==> src/source/board_pkg.sv <==
/*
 * Board-level constants shared by the clk27 control glue.
 * Bit positions of the CPU system-control word, layout of the status word
 * read back by the CPU, and the LCD backlight timeout thresholds.
 */
package board_pkg;

    // Control and status words are both one CPU register wide
    localparam int CTRL_W = 32;

    localparam int IR_CODE_W = 16;
    localparam int IR_CNT_W  = 8;

    // System-control word written by the CPU
    localparam int CTRL_HW_RESET_N_BIT   = 0;
    localparam int CTRL_ENABLE_SC_BIT    = 1;
    // Two-bit backlight timeout select
    localparam int CTRL_BL_TIME_LSB      = 2;
    localparam int CTRL_BL_ON_BIT        = 4;
    localparam int CTRL_LCD_RS_BIT       = 5;
    localparam int CTRL_LCD_CS_N_BIT     = 6;
    localparam int CTRL_SD_SS_N_BIT      = 7;
    localparam int CTRL_REMOTE_EVENT_BIT = 8;

    // Status word, bits 23..21 read as zero
    localparam int STAT_IR_CODE_LSB   = 0;
    localparam int STAT_BTN_LSB       = 16;
    localparam int STAT_CFG0_BIT      = 18;
    localparam int STAT_ACTIVECLK_BIT = 19;
    localparam int STAT_VSYNC_BIT     = 20;
    localparam int STAT_IR_CNT_LSB    = 24;

    // Millisecond counter saturates at all ones
    localparam int MS_CNT_W = 15;

    localparam logic [MS_CNT_W-1:0] BL_3S_MS  = 15'd3000;
    localparam logic [MS_CNT_W-1:0] BL_10S_MS = 15'd10000;
    localparam logic [MS_CNT_W-1:0] BL_30S_MS = 15'd30000;

endpackage

==> src/source/video_pkg.sv <==
/*
 * Video output constants: colour channel width and the OSD palette.
 * The palette entries are packed as {R, G, B}, one PIX_W field each.
 */
package video_pkg;

    // One colour channel
    localparam int PIX_W = 8;

    // OSD colour index width, four palette entries
    localparam int OSD_COLOR_W = 2;

    // Black
    localparam logic [3*PIX_W-1:0] OSD_PAL_0 = 24'h000000;

    // Blue
    localparam logic [3*PIX_W-1:0] OSD_PAL_1 = 24'h0000ff;

    // Yellow
    localparam logic [3*PIX_W-1:0] OSD_PAL_2 = 24'hffff00;

    // White
    localparam logic [3*PIX_W-1:0] OSD_PAL_3 = 24'hffffff;

endpackage

==> src/source/backlight_timer.sv <==
/*
 * LCD backlight timeout. Counts milliseconds since the last remote event
 * and turns the backlight off after the threshold picked by bl_time_i.
 * CLK_PER_MS is the number of clk27 cycles in one millisecond.
 */
module backlight_timer import board_pkg::*; #(
    parameter int CLK_PER_MS = 27000
) (
    input  logic       clk27,
    input  logic       po_reset_n,
    input  logic       remote_event_i,
    input  logic       bl_on_i,
    input  logic [1:0] bl_time_i,
    output logic       lcd_bl_o
);

    localparam int PRE_W = (CLK_PER_MS > 1) ? $clog2(CLK_PER_MS) : 1;

    logic                remote_prev;
    logic                event_seen;
    logic [PRE_W-1:0]    pre_cnt;
    logic [MS_CNT_W-1:0] ms_cnt;
    logic [MS_CNT_W-1:0] threshold;
    logic                bl_timeout;

    // Any change of the event bit means the remote was used
    assign event_seen = (remote_event_i != remote_prev);

    always_ff @(posedge clk27 or negedge po_reset_n) begin
        if (!po_reset_n) begin
            remote_prev <= 1'b0;
            pre_cnt     <= '0;
            ms_cnt      <= '0;
        end else begin
            remote_prev <= remote_event_i;
            if (event_seen) begin
                pre_cnt <= '0;
                ms_cnt  <= '0;
            end else if (pre_cnt == PRE_W'(CLK_PER_MS - 1)) begin
                pre_cnt <= '0;
                if (ms_cnt != '1)
                    ms_cnt <= ms_cnt + 1'b1;
            end else begin
                pre_cnt <= pre_cnt + 1'b1;
            end
        end
    end

    // Select 0 disables the timeout
    always_comb begin
        case (bl_time_i)
            2'd1:    threshold = BL_3S_MS;
            2'd2:    threshold = BL_10S_MS;
            2'd3:    threshold = BL_30S_MS;
            default: threshold = '0;
        endcase
    end

    always_ff @(posedge clk27 or negedge po_reset_n) begin
        if (!po_reset_n)
            bl_timeout <= 1'b0;
        else
            bl_timeout <= (bl_time_i != 2'd0) && (ms_cnt >= threshold);
    end

    assign lcd_bl_o = bl_on_i & ~bl_timeout;

    a_pre_range: assert property (@(posedge clk27) disable iff (!po_reset_n)
        int'(pre_cnt) < CLK_PER_MS);

    // Count only moves down when a remote event clears it
    a_ms_monotonic: assert property (@(posedge clk27) disable iff (!po_reset_n)
        !event_seen |=> (ms_cnt >= $past(ms_cnt)));

endmodule

==> src/source/board_ctrl_top.sv <==
/*
 * Board-control top level. Splits the CPU system-control word into pins
 * and block controls, and ties together input sync, backlight timer,
 * lock warning and the HDMI output stage.
 */
module board_ctrl_top import board_pkg::*, video_pkg::*; #(
    parameter int CLK_PER_MS    = 27000,
    parameter int RESYNC_HOLD_W = 24
) (
    input  logic                   clk27,
    input  logic                   po_reset_n,
    input  logic [CTRL_W-1:0]      sys_ctrl_i,
    // Board inputs
    input  logic [1:0]             btn_i,
    input  logic [1:0]             cfg_i,
    input  logic                   vsync_sc_i,
    // IR receiver results
    input  logic [IR_CODE_W-1:0]   ir_code_i,
    input  logic [IR_CNT_W-1:0]    ir_code_cnt_i,
    // Scaler and PLL status
    input  logic                   resync_strobe_i,
    input  logic                   pll_areset_i,
    input  logic                   pll_locked_i,
    input  logic                   pll_activeclock_i,
    // Scaled video and OSD
    input  logic [PIX_W-1:0]       r_i,
    input  logic [PIX_W-1:0]       g_i,
    input  logic [PIX_W-1:0]       b_i,
    input  logic                   de_i,
    input  logic                   hs_i,
    input  logic                   vs_i,
    input  logic                   osd_enable_i,
    input  logic [OSD_COLOR_W-1:0] osd_color_i,
    output logic [CTRL_W-1:0]      controls_o,
    output logic                   hw_reset_n_o,
    output logic                   lcd_cs_n_o,
    output logic                   lcd_rs_o,
    output logic                   sd_ss_n_o,
    output logic                   lcd_bl_o,
    output logic                   led_r_o,
    output logic                   led_g_o,
    output logic                   led_r_oe_o,
    output logic                   pll_clkswitch_o,
    output logic [3*PIX_W-1:0]     hdmi_rgb_o,
    output logic                   hdmi_de_o,
    output logic                   hdmi_hs_o,
    output logic                   hdmi_vs_o
);

    logic       remote_event;
    logic       bl_on;
    logic [1:0] bl_time;
    logic       enable_sc;
    logic [1:0] cfg;

    assign remote_event = sys_ctrl_i[CTRL_REMOTE_EVENT_BIT];
    assign bl_on        = sys_ctrl_i[CTRL_BL_ON_BIT];
    assign bl_time      = sys_ctrl_i[CTRL_BL_TIME_LSB +: 2];
    assign enable_sc    = sys_ctrl_i[CTRL_ENABLE_SC_BIT];

    // Direct pins
    assign sd_ss_n_o    = sys_ctrl_i[CTRL_SD_SS_N_BIT];
    assign lcd_cs_n_o   = sys_ctrl_i[CTRL_LCD_CS_N_BIT];
    assign lcd_rs_o     = sys_ctrl_i[CTRL_LCD_RS_BIT];
    assign hw_reset_n_o = sys_ctrl_i[CTRL_HW_RESET_N_BIT];

    // Jumper 1 drives the output enable of the red LED pin
    assign led_r_oe_o = cfg[1];

    // Buttons reach the CPU only through the status word
    input_sync u_input_sync (
        .clk27             (clk27),
        .po_reset_n        (po_reset_n),
        .btn_i             (btn_i),
        .cfg_i             (cfg_i),
        .vsync_sc_i        (vsync_sc_i),
        .ir_code_i         (ir_code_i),
        .ir_code_cnt_i     (ir_code_cnt_i),
        .pll_activeclock_i (pll_activeclock_i),
        .controls_o        (controls_o),
        .btn_sync_o        (),
        .cfg_o             (cfg)
    );

    backlight_timer #(
        .CLK_PER_MS (CLK_PER_MS)
    ) u_backlight_timer (
        .clk27          (clk27),
        .po_reset_n     (po_reset_n),
        .remote_event_i (remote_event),
        .bl_on_i        (bl_on),
        .bl_time_i      (bl_time),
        .lcd_bl_o       (lcd_bl_o)
    );

    lock_warning #(
        .RESYNC_HOLD_W (RESYNC_HOLD_W)
    ) u_lock_warning (
        .clk27             (clk27),
        .po_reset_n        (po_reset_n),
        .resync_strobe_i   (resync_strobe_i),
        .enable_sc_i       (enable_sc),
        .pll_areset_i      (pll_areset_i),
        .pll_locked_i      (pll_locked_i),
        .pll_activeclock_i (pll_activeclock_i),
        .ir_code_i         (ir_code_i),
        .cfg_alt_i         (cfg[1]),
        .led_r_o           (led_r_o),
        .led_g_o           (led_g_o),
        .pll_clkswitch_o   (pll_clkswitch_o)
    );

    osd_overlay u_osd_overlay (
        .clk27        (clk27),
        .po_reset_n   (po_reset_n),
        .r_i          (r_i),
        .g_i          (g_i),
        .b_i          (b_i),
        .de_i         (de_i),
        .hs_i         (hs_i),
        .vs_i         (vs_i),
        .osd_enable_i (osd_enable_i),
        .osd_color_i  (osd_color_i),
        .hdmi_rgb_o   (hdmi_rgb_o),
        .hdmi_de_o    (hdmi_de_o),
        .hdmi_hs_o    (hdmi_hs_o),
        .hdmi_vs_o    (hdmi_vs_o)
    );

endmodule

==> src/source/input_sync.sv <==
/*
 * Brings the buttons and the scaler vsync flag into clk27, latches the
 * configuration jumpers once after reset and builds the status word
 * that the CPU polls.
 */
module input_sync import board_pkg::*; (
    input  logic                 clk27,
    input  logic                 po_reset_n,
    input  logic [1:0]           btn_i,
    input  logic [1:0]           cfg_i,
    input  logic                 vsync_sc_i,
    input  logic [IR_CODE_W-1:0] ir_code_i,
    input  logic [IR_CNT_W-1:0]  ir_code_cnt_i,
    input  logic                 pll_activeclock_i,
    output logic [CTRL_W-1:0]    controls_o,
    output logic [1:0]           btn_sync_o,
    output logic [1:0]           cfg_o
);

    logic [1:0] btn_meta;
    logic [1:0] btn_sync;
    logic       vsync_meta;
    logic       vsync_sync;
    logic [1:0] cfg_reg;
    logic       cfg_stored;

    always_ff @(posedge clk27 or negedge po_reset_n) begin
        if (!po_reset_n) begin
            btn_meta   <= '0;
            btn_sync   <= '0;
            vsync_meta <= 1'b0;
            vsync_sync <= 1'b0;
            cfg_reg    <= '0;
            cfg_stored <= 1'b0;
        end else begin
            btn_meta   <= btn_i;
            btn_sync   <= btn_meta;
            // Flag is reported active high to the CPU
            vsync_meta <= ~vsync_sc_i;
            vsync_sync <= vsync_meta;
            // Jumpers are sampled on the first clock only
            if (!cfg_stored)
                cfg_reg <= cfg_i;
            cfg_stored <= 1'b1;
        end
    end

    always_comb begin
        controls_o = '0;
        controls_o[STAT_IR_CODE_LSB +: IR_CODE_W] = ir_code_i;
        controls_o[STAT_BTN_LSB +: 2]             = btn_sync;
        controls_o[STAT_CFG0_BIT]                 = cfg_reg[0];
        controls_o[STAT_ACTIVECLK_BIT]            = pll_activeclock_i;
        controls_o[STAT_VSYNC_BIT]                = vsync_sync;
        controls_o[STAT_IR_CNT_LSB +: IR_CNT_W]   = ir_code_cnt_i;
    end

    assign btn_sync_o = btn_sync;
    assign cfg_o      = cfg_reg;

    // Jumper value is frozen for the whole run once captured
    a_cfg_frozen: assert property (@(posedge clk27) disable iff (!po_reset_n)
        cfg_stored |=> $stable(cfg_reg));

endmodule

==> src/source/lock_warning.sv <==
/*
 * Warning LED for scaler resyncs and PLL lock loss, the green status LED
 * and the PLL reference clock-switch request. Each warning is held for
 * roughly 2^RESYNC_HOLD_W clk27 cycles.
 */
module lock_warning import board_pkg::*; #(
    parameter int RESYNC_HOLD_W = 24
) (
    input  logic                 clk27,
    input  logic                 po_reset_n,
    input  logic                 resync_strobe_i,
    input  logic                 enable_sc_i,
    input  logic                 pll_areset_i,
    input  logic                 pll_locked_i,
    input  logic                 pll_activeclock_i,
    input  logic [IR_CODE_W-1:0] ir_code_i,
    input  logic                 cfg_alt_i,
    output logic                 led_r_o,
    output logic                 led_g_o,
    output logic                 pll_clkswitch_o
);

    logic                     strobe_meta;
    logic                     strobe_sync;
    logic                     strobe_prev;
    logic                     strobe_rise;
    logic [RESYNC_HOLD_W-1:0] resync_ctr;
    logic [RESYNC_HOLD_W-1:0] pll_warn_ctr;
    logic                     clkswitch_q;
    logic                     warn;

    // Strobe comes from the scaler clock domain
    always_ff @(posedge clk27 or negedge po_reset_n) begin
        if (!po_reset_n) begin
            strobe_meta <= 1'b0;
            strobe_sync <= 1'b0;
            strobe_prev <= 1'b0;
        end else begin
            strobe_meta <= resync_strobe_i;
            strobe_sync <= strobe_meta;
            strobe_prev <= strobe_sync;
        end
    end

    assign strobe_rise = strobe_sync & ~strobe_prev;

    // Resync hold counter, frozen while the scaler is disabled
    always_ff @(posedge clk27 or negedge po_reset_n) begin
        if (!po_reset_n) begin
            resync_ctr <= '0;
        end else if (enable_sc_i) begin
            if (strobe_rise)
                resync_ctr <= '1;
            else if (resync_ctr != '0)
                resync_ctr <= resync_ctr - 1'b1;
        end
    end

    // Lock loss restarts the count at 1, it then runs up until it wraps
    always_ff @(posedge clk27 or negedge po_reset_n) begin
        if (!po_reset_n)
            pll_warn_ctr <= '0;
        else if (!pll_areset_i && !pll_locked_i)
            pll_warn_ctr <= RESYNC_HOLD_W'(1);
        else if (pll_warn_ctr != '0)
            pll_warn_ctr <= pll_warn_ctr + 1'b1;
    end

    // Request a switch when the active reference is not the wanted one
    always_ff @(posedge clk27 or negedge po_reset_n) begin
        if (!po_reset_n)
            clkswitch_q <= 1'b0;
        else
            clkswitch_q <= (pll_activeclock_i != enable_sc_i);
    end

    assign warn            = (resync_ctr != '0) | (pll_warn_ctr != '0);
    assign led_r_o         = warn;
    assign led_g_o         = (ir_code_i == '0) & (~warn | cfg_alt_i);
    assign pll_clkswitch_o = clkswitch_q;

    a_no_reload_when_off: assert property (@(posedge clk27) disable iff (!po_reset_n)
        !enable_sc_i |=> !((resync_ctr == '1) && ($past(resync_ctr) != '1)));

endmodule

==> src/source/osd_overlay.sv <==
/*
 * HDMI transmitter output registers. Video and sync pass through with one
 * cycle of delay; while the OSD is active its palette colour replaces
 * the pixel.
 */
module osd_overlay import video_pkg::*; (
    input  logic                   clk27,
    input  logic                   po_reset_n,
    input  logic [PIX_W-1:0]       r_i,
    input  logic [PIX_W-1:0]       g_i,
    input  logic [PIX_W-1:0]       b_i,
    input  logic                   de_i,
    input  logic                   hs_i,
    input  logic                   vs_i,
    input  logic                   osd_enable_i,
    input  logic [OSD_COLOR_W-1:0] osd_color_i,
    output logic [3*PIX_W-1:0]     hdmi_rgb_o,
    output logic                   hdmi_de_o,
    output logic                   hdmi_hs_o,
    output logic                   hdmi_vs_o
);

    logic [3*PIX_W-1:0] osd_rgb;

    always_comb begin
        case (osd_color_i)
            2'd0:    osd_rgb = OSD_PAL_0;
            2'd1:    osd_rgb = OSD_PAL_1;
            2'd2:    osd_rgb = OSD_PAL_2;
            default: osd_rgb = OSD_PAL_3;
        endcase
    end

    always_ff @(posedge clk27 or negedge po_reset_n) begin
        if (!po_reset_n) begin
            hdmi_rgb_o <= '0;
            hdmi_de_o  <= 1'b0;
            hdmi_hs_o  <= 1'b0;
            hdmi_vs_o  <= 1'b0;
        end else begin
            hdmi_rgb_o <= osd_enable_i ? osd_rgb : {r_i, g_i, b_i};
            hdmi_de_o  <= de_i;
            hdmi_hs_o  <= hs_i;
            hdmi_vs_o  <= vs_i;
        end
    end

    a_out_known: assert property (@(posedge clk27) disable iff (!po_reset_n)
        !$isunknown({hdmi_rgb_o, hdmi_de_o, hdmi_hs_o, hdmi_vs_o}));

endmodule

==> config.mk <==
export PLATFORM = sky130hd
export DESIGN_NAME = board_ctrl_top
export DESIGN_NICKNAME = d
export VERILOG_FILES = /design/src/source/board_pkg.sv /design/src/source/video_pkg.sv /design/src/source/backlight_timer.sv /design/src/source/board_ctrl_top.sv /design/src/source/input_sync.sv /design/src/source/lock_warning.sv /design/src/source/osd_overlay.sv
export SDC_FILE = /design/constraint.sdc
export NUM_CORES = 1
export LEC_CHECK = 0
export ABC_AREA = 1
export BUFFER_PORTS_ARGS = -buffer_cell sky130_fd_sc_hd__buf_2
export CORE_UTILIZATION = 59
export DETAILED_ROUTE_END_ITERATION = 16
export GPL_ROUTABILITY_DRIVEN = 0
export PLACE_DENSITY = 0.87
export SETUP_SLACK_MARGIN = 0.05
export SYNTH_ARGS = -nofsm -noshare
export SYNTH_HDL_FRONTEND = slang
export SYNTH_SLANG_ARGS = --single-unit
==> constraint.sdc <==
create_clock -name clk27 -period 4.5 [get_ports clk27]
set_input_delay 0.675 -clock clk27 [delete_from_list [all_inputs] [get_ports clk27]]
set_output_delay 0.675 -clock clk27 [all_outputs]
set_load 0.01 [all_outputs]
==> flow_summary.json, run 1 <==
{
  "drc": 0,
  "synth.distinct_cells": 37,
  "max_freq_mhz": 360,
  "setup_viol": 0,
  "max_cap_viol_count": 0,
  "rsz0062_at_grt": "no",
  "r2r_end": "u_lock_warning.resync_ctr[15]",
  "track_usage_pct": 25.3,
  "grt_max_degree": 53,
  "synth_top_area_share_pct": 42.9,
  "critPathArrivalTime_ns": 2.10,
  "fin_setup_tns_ns": 0,
  "worstPathMaxFanout": 7,
  "outcome": "finished clean",
  "cts_tree": "built",
  "die_area_um2": 12300,
  "worstPathRequired_ns": 3.83,
  "antenna_found_initial": 0,
  "die_h_um": 111,
  "synth_top_area_cell": "dfrtp_1",
  "min_period_over_period_pct": 61.7,
  "start_util_pct": 61.0,
  "grt_pass1_wl_um": 25300,
  "ioPinCount": 165,
  "drv_slew": 0,
  "worstSetupStartpoint": "u_lock_warning.pll_warn_ctr[0]",
  "p_int_w": 0.00228,
  "clk_pin_slew_ns": 0.06,
  "r2r_setup_slack_ns": 2.29,
  "syn-instance-count": 927,
  "cts.htree.levels": 4,
  "power_w": 0.00319,
  "rr_worst_depth": 9,
  "cts.path.max_buffers": 2,
  "relSlewSlack_pct": 47.7,
  "hold_viol_final": 0,
  "syn_area_um2": 7000,
  "overflow": 0,
  "vias_per_cell": 5.33,
  "grtUsageMet1_pct": 31.4,
  "dp_hpwl_um": 10500,
  "wl_per_cell_um": 12.9,
  "drive_gt1_share_pct": 17.8,
  "first_pass_iters": 5,
  "drt_iter0_drc": 374,
  "rows": 39,
  "antennaDiodeCount": 0,
  "syn_to_final_growth_pct": 15.1,
  "cellLeakagePower_nw": 4.11,
  "fillers": 885,
  "ys_warn_count": 0,
  "worstMarginPinSlew_ns": 0.781,
  "top_usage_layer": "met2",
  "cts_resized": 0,
  "placed_cell_area_um2": 7420,
  "finClkSkew_ns": 0.00666,
  "die_w_um": 111,
  "ctsRootBufferMaster": "clkbuf_16",
  "syn_area_per_cell_um2": 7.55,
  "numCtsBuffers": 17,
  "p_comb_share_pct": 15.5,
  "stdcell_area_um2": 8060,
  "critical_path_class": "reg -> out",
  "finalCriticalPeriod_ns": 2.78,
  "clk-insertion-delay-late_ns": 0.42,
  "postCtsHoldBufs": 0,
  "numPortBuffers": 114,
  "grtUsageMet2_pct": 43.6,
  "cts_setup_buffers": 0,
  "seq_power_share_pct": 39.7,
  "ir_drop_mv": 0.302,
  "routed_wl_um": 15100,
  "final_nets": 1136,
  "synth_area_leaders": "dfrtp_1 43%, nand2_1 12%, inv_1 6.7%, nor2_1 6.4%, nand3_1 6.4%",
  "vias": 6251,
  "rr_startpoint": "u_lock_warning.resync_ctr[0]",
  "crit_end": "led_g_o",
  "grt_pass1_vias": 5752,
  "power_density_nw_per_um2": 396,
  "place_ws_ns": 2.11,
  "grt_use_met3_pct": 6.01,
  "startpoint_type": "register",
  "hold_path.class": "in -> async",
  "power_frac_clock_pct": 44.7,
  "p_sw_share_pct": 28.5,
  "coreArea_um2": 11500,
  "ys_ff_latch": 120,
  "ant_nets": 0,
  "crit_path_end_kind": "primary output",
  "setup_ws_ns": 1.72,
  "p_switching_w": 0.000907,
  "clkSinkCount": 120,
  "yosysSeqAreaShare_pct": 42.9
}
critical path: stages (launching register included):
cell     delay (ns)
dfrtp_1        0.45
inv_1          0.13
ha_1           0.18
nand3_1        0.08
or2_2          0.31
nor2_1         0.14
nand2_1        0.12
a21oi_1        0.15
buf_2          0.15
synth_stat cells (all sizes together):
master and instances:
nand2 230, inv 125, nor2 122, dfrtp 120
nand3 90, o21ai 65, buf 39, nand4 25
ha 23, a21oi 20, xor2 17, nor3 15
clkbuf 9, nor4 5, or2 5, nand3b 4
o21bai 3, conb 2, xnor2 2, a31oi 1
and2 1, and3 1, mux2 1, nor3b 1
o21a 1
through the flow:
step                std cells  hold WS [ns]  utilization [%]
floorplan                 929         0.331                -
CTS                      1172         0.302             70.3
detailed placement       1140         0.340             64.7
global route             1172         0.330             70.3
global placement         1140         0.334             64.7
finish                   1172         0.273             70.3
area by class of cell:
| class | instances | area [µm²] | share of cell area [%] |
|---|---|---|---|
| multi-input cells | 636 | 3190 | 39.5 |
| flip-flops and latches | 120 | 3000 | 37.3 |
| repair buffers | 116 | 588 | 7.30 |
| inverters | 125 | 469 | 5.82 |
| clock buffers | 20 | 467 | 5.79 |
| well taps | 143 | 179 | 2.22 |
| clock inverters | 12 | 165 | 2.05 |
layer usage:
layer / up-vias / part of all wire (%)
li1: 3103 / -
met1: 2945 / 43
met2: 183 / 50
met3: 20 / 5.8
met4: 0 / 1.3
met5: - / 0
flip-flops by register name, indices dropped and copies added (netlist names), 2 cells and up:
| signal | flops |
|---|---|
| u_input_sync.btn_sync_o | 2 |
| u_input_sync.btn_meta | 2 |
| u_osd_overlay.hdmi_rgb_o | 24 |
| u_backlight_timer.ms_cnt | 15 |
| u_lock_warning.resync_ctr | 24 |
| u_input_sync.cfg_o | 2 |
| u_backlight_timer.pre_cnt | 15 |
| u_lock_warning.pll_warn_ctr | 24 |
cells by family after synthesis:
group                      share of synthesized area, %
other                                             0.107
AOI/OAI and AO/OA                                  7.45
xor gates and xnor gates                           2.48
adders and majority gates                          4.11
muxes                                             0.161
buffers and inverters                              11.7
DFF                                                42.9
and+or+nand+nor                                    31.1
cells in the final DEF (no fill, tap or decap), types with 4 or more instances in the layout:
cell type  Yosys  layout
nand3b_1       4       4
nand2_1      224     224
dfrtp_1      120     120
inv_1        125     125
nand2_2        4       4
ha_1          23      23
or2_2          5       5
o21ai_1        4       4
nor4_1         5       5
nand4_1       24      24
buf_2          0     113
clkbuf_16      0      17
nand3_1       89      89
xor2_1        17      17
o21ai_2       16      16
o21ai_0       45      45
a21oi_1       20      20
conb_1         2       4
nor3_1        14      14
nor2_1       119     119
worst min-delay path by stage:
stage	endpoint	from	depth (start not counted)	slack, ns
final	u_osd_overlay.hdmi_rgb_o[9]	po_reset_n	1	0.27
after global routing	u_osd_overlay.hdmi_rgb_o[10]	po_reset_n	1	0.33
after CTS	u_osd_overlay.hdmi_rgb_o[9]	po_reset_n	1	0.30
after detailed placement	u_input_sync.vsync_sync	u_input_sync.vsync_meta	0	0.34
after global placement	u_input_sync.vsync_sync	u_input_sync.vsync_meta	0	0.33
after floorplan	u_input_sync.btn_sync_o[0]	u_input_sync.btn_meta[0]	0	0.33
power by group through the flow:
stage                     Combinational (W)  Clock, W  Sequential (W)
after floorplan                    0.000365         0         0.00127
after global placement             0.000479         0         0.00128
after detailed placement           0.000492         0         0.00128
after CTS                          0.000499   0.00145         0.00126
after global routing               0.000565   0.00150         0.00128
final                              0.000495   0.00143         0.00127
Note: power is estimated with default switching activity, not from simulation.
==> run 2, diff against run 1 <==
--- a/config.mk
+++ b/config.mk
@@ -7,10 +7,10 @@
 export LEC_CHECK = 0
 export ABC_AREA = 1
 export BUFFER_PORTS_ARGS = -buffer_cell sky130_fd_sc_hd__buf_2
-export CORE_UTILIZATION = 59
+export CORE_UTILIZATION = 49
 export DETAILED_ROUTE_END_ITERATION = 16
 export GPL_ROUTABILITY_DRIVEN = 0
-export PLACE_DENSITY = 0.87
+export PLACE_DENSITY = 0.77
 export SETUP_SLACK_MARGIN = 0.05
 export SYNTH_ARGS = -nofsm -noshare
 export SYNTH_HDL_FRONTEND = slang
==> constraint.sdc (replaced) <==
create_clock -name clk27 -period 2.39 [get_ports clk27]
set_input_delay 0.3585 -clock clk27 [delete_from_list [all_inputs] [get_ports clk27]]
set_output_delay 0.3585 -clock clk27 [all_outputs]
set_load 0.01 [all_outputs]
==> run 2 against run 1 <==
Net effect: first-iteration DRC count fell by 21%; combinational power up 100%; via count is 2.9% lower; die area grew 20%; sequential power grew 87%; non-clock buffer count grew 7; clock skew is 0.0017 ns higher; largest cell class unchanged.
==> flow_summary.json, run 2 (synthesized netlist as in run 1, its figures left out) <==
{
  "final_common_cell": "nand2_1",
  "ctsRootBufferMaster": "clkbuf_16",
  "power_w": 0.00580,
  "slowest_stage": "dfrtp_1",
  "relSlewSlack_pct": 48.7,
  "cpLargestDelayFamily": "flip-flops",
  "cts.path.max_buffers": 2,
  "finish.utilization_pct": 58.6,
  "vias_per_cell": 4.99,
  "max_freq_mhz": 447,
  "power_density_nw_per_um2": 713,
  "cts.htree.levels": 4,
  "p_int_w": 0.00409,
  "hold_ws_ns": 0.0421,
  "cts_tree": "built",
  "max_cap_viol_count": 0,
  "die_h_um": 122,
  "critPathArrivalTime_ns": 1.88,
  "clk_pin_slew_ns": 0.06,
  "grt_max_degree": 61,
  "syn_to_final_growth_pct": 16.2,
  "placed_cell_area_um2": 7510,
  "stdcell_area_um2": 8140,
  "drc": 0,
  "drv_slew": 0,
  "grt_pass1_wl_um": 25500,
  "crit_path_end_kind": "primary output",
  "clk-insertion-delay-late_ns": 0.42,
  "antenna_found_initial": 0,
  "setup_viol": 0,
  "overflow": 0,
  "hold_viol_final": 0,
  "die_w_um": 122,
  "worstPathMaxFanout": 4,
  "wl_per_cell_um": 12.1,
  "worst-path-buf-inv": 3,
  "grtUsageMet2_pct": 37.0,
  "grtUsageMet1_pct": 26.9,
  "ant_nets": 0,
  "rows": 43,
  "routed_wl_um": 14700,
  "seq_power_share_pct": 40.8,
  "power_frac_clock_pct": 42.0,
  "final_nets": 1143,
  "worstPathRequired_ns": 2.03,
  "p_sw_share_pct": 29.6,
  "cellLeakagePower_nw": 4.12,
  "fin_setup_tns_ns": 0,
  "grt_use_met3_pct": 5.12,
  "drive_gt1_share_pct": 18.9,
  "track_usage_pct": 21.9,
  "vias": 6071,
  "outcome": "finished clean",
  "startpoint_type": "register",
  "max_stage_delay_ns": 0.43,
  "coreArea_um2": 13900,
  "p_switching_w": 0.00172,
  "top_usage_layer": "met2",
  "worstMarginPinSlew_ns": 0.768,
  "hold_path.class": "in -> reg",
  "min_period_over_period_pct": 93.6,
  "antennaDiodeCount": 0,
  "numPortBuffers": 114,
  "rsz0062_at_grt": "no",
  "first_pass_iters": 5,
  "p_comb_share_pct": 17.2,
  "clkSinkCount": 120,
  "finalCriticalPeriod_ns": 2.24,
  "numCtsBuffers": 17,
  "die_area_um2": 14800,
  "dp_hpwl_um": 10700,
  "finClkSkew_ns": 0.00839,
  "crit_chain": "inv_2 -> ha_1 -> nand3_1 -> nor2_2 -> nand3_2 -> inv_1 -> nand2_2 -> a21oi_2 -> buf_2",
  "ir_drop_mv": 0.521,
  "largest_registers": "u_lock_warning.pll_warn_ctr: 24 flops, u_lock_warning.resync_ctr: 24 flops, u_osd_overlay.hdmi_rgb_o: 24 flops",
  "start_util_pct": 50.4,
  "drt_iter0_drc": 294,
  "ioPinCount": 165,
  "critical_path_class": "reg -> out",
  "final_cell_mix": "223 x nand2_1, 124 x inv_1, 119 x dfrtp_1, 117 x nor2_1, 113 x buf_2",
  "grt_pass1_vias": 5828
}
-- run 2: cell types whose count changed in the layout (fill, tap and decap cells not counted), moves of 2 or more --
cell       previous run  this run
buf_4                 3         8
nor2_1              119       117
clkinv_2              0         3
bufinv_16             3         1
-- run 2: worst paths after layout --
path	endpoint	from	cells after the start	slack, ns
worst max-delay path	led_g_o	u_lock_warning.resync_ctr[0]	9	0.15
worst min-delay path	u_lock_warning.strobe_meta	resync_strobe_i	1	0.04
worst max register to register	u_backlight_timer.ms_cnt[12]	u_backlight_timer.ms_cnt[0]	8	0.50
worst min register to register	u_input_sync.vsync_sync	u_input_sync.vsync_meta	0	0.34
max in group asynchronous	u_backlight_timer.pre_cnt[1]	po_reset_n	3	1.22
min in group asynchronous	u_input_sync.btn_meta[0]	po_reset_n	2	0.47
-- run 2: metal layers --
layer	wire length (µm)	up-vias
li1	-	3115
met1	6570	2772
met2	7070	163
met3	809	21
met4	211	0
met5	0	-
-- run 2: power by group through the flow --
stage          clock [W]  combinational, W  sequential, W
6_report         0.00244          0.000997        0.00237
5_1_grt          0.00258           0.00114        0.00240
4_1_cts          0.00248          0.000974        0.00237
3_5_place_dp           0          0.000937        0.00241
3_3_place_gp           0          0.000919        0.00240
2_1_floorplan          0          0.000688        0.00239
-- run 2: repair_timing --
item | 4_1_cts | 5_1_grt
gates resized for setup | 3 | 6
setup endpoints to repair | 1 | 1
hold buffers | 1 | 0
pin swaps | 0 | 0
buffers inserted | 1 | 1
endpoints found under the hold margin | 40 | 0
-- run 2: worst reg2reg max path, cell delays in order (launching register included) --
cell and delay, ns:
dfrtp_1 0.40, ha_1 0.28, nand3_2 0.17, nor3_4 0.19
nand4_2 0.14, nand2_4 0.27, inv_1 0.16, nand2_1 0.11
nand2_1 0.05
-- run 2: layout make-up --
class / instances / area, µm²
flip-flops and latches: 120 / 3000
repair buffers: 123 / 656
multi-input cells: 636 / 3210
inverters: 125 / 469
clock buffers: 19 / 453
fillers: 1288 / 5740
clock inverters: 13 / 120
well taps: 180 / 225
-- run 2: per-stage QoR --
step,std cells,setup slack (ns)
2_1_floorplan,929,0.533
3_3_place_gp,1181,0.417
3_5_place_dp,1181,0.411
4_1_cts,1215,0.0612
5_1_grt,1216,0.0625
6_report,1216,0.153
==> run 3, diff against run 2 <==
--- a/config.mk
+++ b/config.mk
@@ -10,7 +10,9 @@
 export CORE_UTILIZATION = 49
 export DETAILED_ROUTE_END_ITERATION = 16
 export GPL_ROUTABILITY_DRIVEN = 0
+export HOLD_SLACK_MARGIN = 0.06
 export PLACE_DENSITY = 0.77
+export RECOVER_POWER = 50
 export SETUP_SLACK_MARGIN = 0.05
 export SYNTH_ARGS = -nofsm -noshare
 export SYNTH_HDL_FRONTEND = slang
==> run 3 against run 2 <==
Net effect: clock skew is essentially flat; critical path depth is the same; final cell count grew 0.49%; via count grew 0.64%; first-iteration DRC count grew 9.5%; utilization shrank 0.099 points; largest power group unchanged.
==> flow_summary.json, run 3 (synthesized netlist as in run 1, its figures left out) <==
{
  "final_nets": 1149,
  "largest_registers": "u_lock_warning.pll_warn_ctr: 24 flops, u_lock_warning.resync_ctr: 24 flops, u_osd_overlay.hdmi_rgb_o: 24 flops",
  "setup_viol": 0,
  "ant_nets": 0,
  "antennaDiodeCount": 0,
  "coreArea_um2": 13900,
  "final_common_cell": "nand2_1",
  "dp_hpwl_um": 10700,
  "wl_met3_um": 825,
  "min_period_over_period_pct": 93.8,
  "first_pass_iters": 5,
  "hold_ws_ns": 0.108,
  "worstPathRequired_ns": 2.03,
  "vias_per_cell": 5.00,
  "clk_pin_slew_ns": 0.06,
  "antenna_found_initial": 0,
  "p_switching_w": 0.00172,
  "hold_path.class": "in -> reg",
  "max_stage_delay_ns": 0.43,
  "cts.path.max_buffers": 2,
  "worstMarginPinSlew_ns": 1.09,
  "drv_slew": 0,
  "relSlewSlack_pct": 27.5,
  "drt-met1-wl_um": 6530,
  "power_density_nw_per_um2": 712,
  "finish.utilization_pct": 58.5,
  "finalCriticalPeriod_ns": 2.24,
  "die_area_um2": 14800,
  "cts_tree": "built",
  "crit_path_end_kind": "primary output",
  "cellLeakagePower_nw": 3.99,
  "grt_max_degree": 61,
  "critPathArrivalTime_ns": 1.88,
  "fin_setup_tns_ns": 0,
  "drt_iter0_drc": 322,
  "numPortBuffers": 114,
  "finClkSkew_ns": 0.00868,
  "cts.htree.levels": 4,
  "top_layer": "met4",
  "hold_viol_final": 0,
  "final_cell_mix": "223 x nand2_1, 124 x inv_1, 119 x dfrtp_1, 117 x nor2_1, 88 x nand3_1",
  "overflow": 0,
  "power_frac_clock_pct": 42.1,
  "outcome": "finished clean",
  "ioPinCount": 165,
  "grt_pass1_vias": 5867,
  "track_usage_pct": 22.0,
  "wl_per_cell_um": 12.0,
  "routed_wl_um": 14700,
  "worstPathMaxFanout": 4,
  "rows": 43,
  "syn_to_final_growth_pct": 16.1,
  "stdcell_count": 1222,
  "vias": 6110,
  "wl_met2_um": 7140,
  "cpLargestDelayFamily": "flip-flops",
  "critical_path_class": "reg -> out",
  "max_freq_mhz": 446,
  "ir_drop_mv": 0.518,
  "die_h_um": 122,
  "clkSinkCount": 120,
  "start_util_pct": 50.4,
  "worst-path-buf-inv": 3,
  "ctsRootBufferMaster": "clkbuf_16",
  "p_comb_share_pct": 16.9,
  "max_cap_viol_count": 0,
  "grt_pass1_wl_um": 25600,
  "crit_chain": "inv_2 -> ha_1 -> nand3_1 -> nor2_2 -> nand3_2 -> inv_1 -> nand2_2 -> a21oi_2 -> buf_2",
  "p_int_w": 0.00407,
  "die_w_um": 122,
  "seq_power_share_pct": 41.0,
  "dp_cells": 1181,
  "rsz0062_at_grt": "no",
  "startpoint_type": "register",
  "p_sw_share_pct": 29.7,
  "slowest_stage": "dfrtp_1",
  "drive_gt1_share_pct": 13.7,
  "clk-insertion-delay-late_ns": 0.42,
  "drc": 0,
  "numCtsBuffers": 17
}
-- run 3: changes by cell type in the layout (fill, tap and decap cells not counted) --
cell / before / now
clkbuf_1: 0 / 53
buf_2: 113 / 62
dlygate4sd3_1: 1 / 7
buf_4: 8 / 5
clkbuf_2: 0 / 1
-- run 3: layer usage --
layer  vias to the layer above  global-route usage, %
met5                         -                      0
met4                         0                   9.10
met3                        21                   5.08
met2                       162                   37.2
met1                      2796                   26.9
li1                       3131                      -
-- run 3: timing repair --
action / 4_1_cts / 5_1_grt
buffers inserted: 1 / 1
hold endpoints to repair: 46 / 0
cloned: 0 / 0
hold buffers: 7 / 0
endpoints found under the setup margin: 1 / 1
gates resized for setup: 3 / 6
-- run 3: final timing paths --
kind / start / to / slack [ns] / cells past startpoint
setup / recovery: u_lock_warning.resync_ctr[0] / led_g_o / 0.15 / 9
hold / removal: sys_ctrl_i[8] / u_backlight_timer.remote_prev / 0.11 / 1
setup reg to reg: u_backlight_timer.remote_prev / u_backlight_timer.ms_cnt[12] / 0.41 / 7
hold reg to reg: u_input_sync.vsync_meta / u_input_sync.vsync_sync / 0.34 / 0
max in group asynchronous: po_reset_n / u_lock_warning.pll_warn_ctr[16] / 0.84 / 3
min in group asynchronous: po_reset_n / u_input_sync.btn_sync_o[0] / 0.68 / 2
-- run 3: power by group through the flow --
| stage | clock [W] | combinational (W) | sequential (W) |
|---|---|---|---|
| after floorplan | 0 | 0.000688 | 0.00239 |
| after global placement | 0 | 0.000919 | 0.00240 |
| after detailed placement | 0 | 0.000937 | 0.00241 |
| after CTS | 0.00248 | 0.000981 | 0.00237 |
| after global routing | 0.00258 | 0.00113 | 0.00240 |
| final | 0.00243 | 0.000980 | 0.00237 |
-- run 3: worst reg2reg max path: stages (launching register included) --
cell	delay, ns
dfrtp_1	0.39
xnor2_2	0.19
clkbuf_1	0.45
nand4_2	0.22
nand2_4	0.29
inv_1	0.16
nand2_1	0.11
nand2_1	0.05
-- run 3: area by class of cell --
type                            count  area (µm²)
Multi-Input combinational cell    636        3210
Sequential cell                   120        3000
Inverter                          125         469
Fill cell                        1313        5760
Timing Repair Buffer              129         642
Clock inverter                     13         120
Tap cell                          180         225
Clock buffer                       19         453
-- run 3: metrics by stage --
stage                     power [W]  setup WS [ns]  cell area [µm²]
final                       0.00579          0.147             8120
after global placement      0.00332          0.417             7510
after floorplan             0.00308          0.533             7010
after global routing        0.00610         0.0625             8120
after detailed placement    0.00335          0.411             7510
after CTS                   0.00583         0.0612             8170
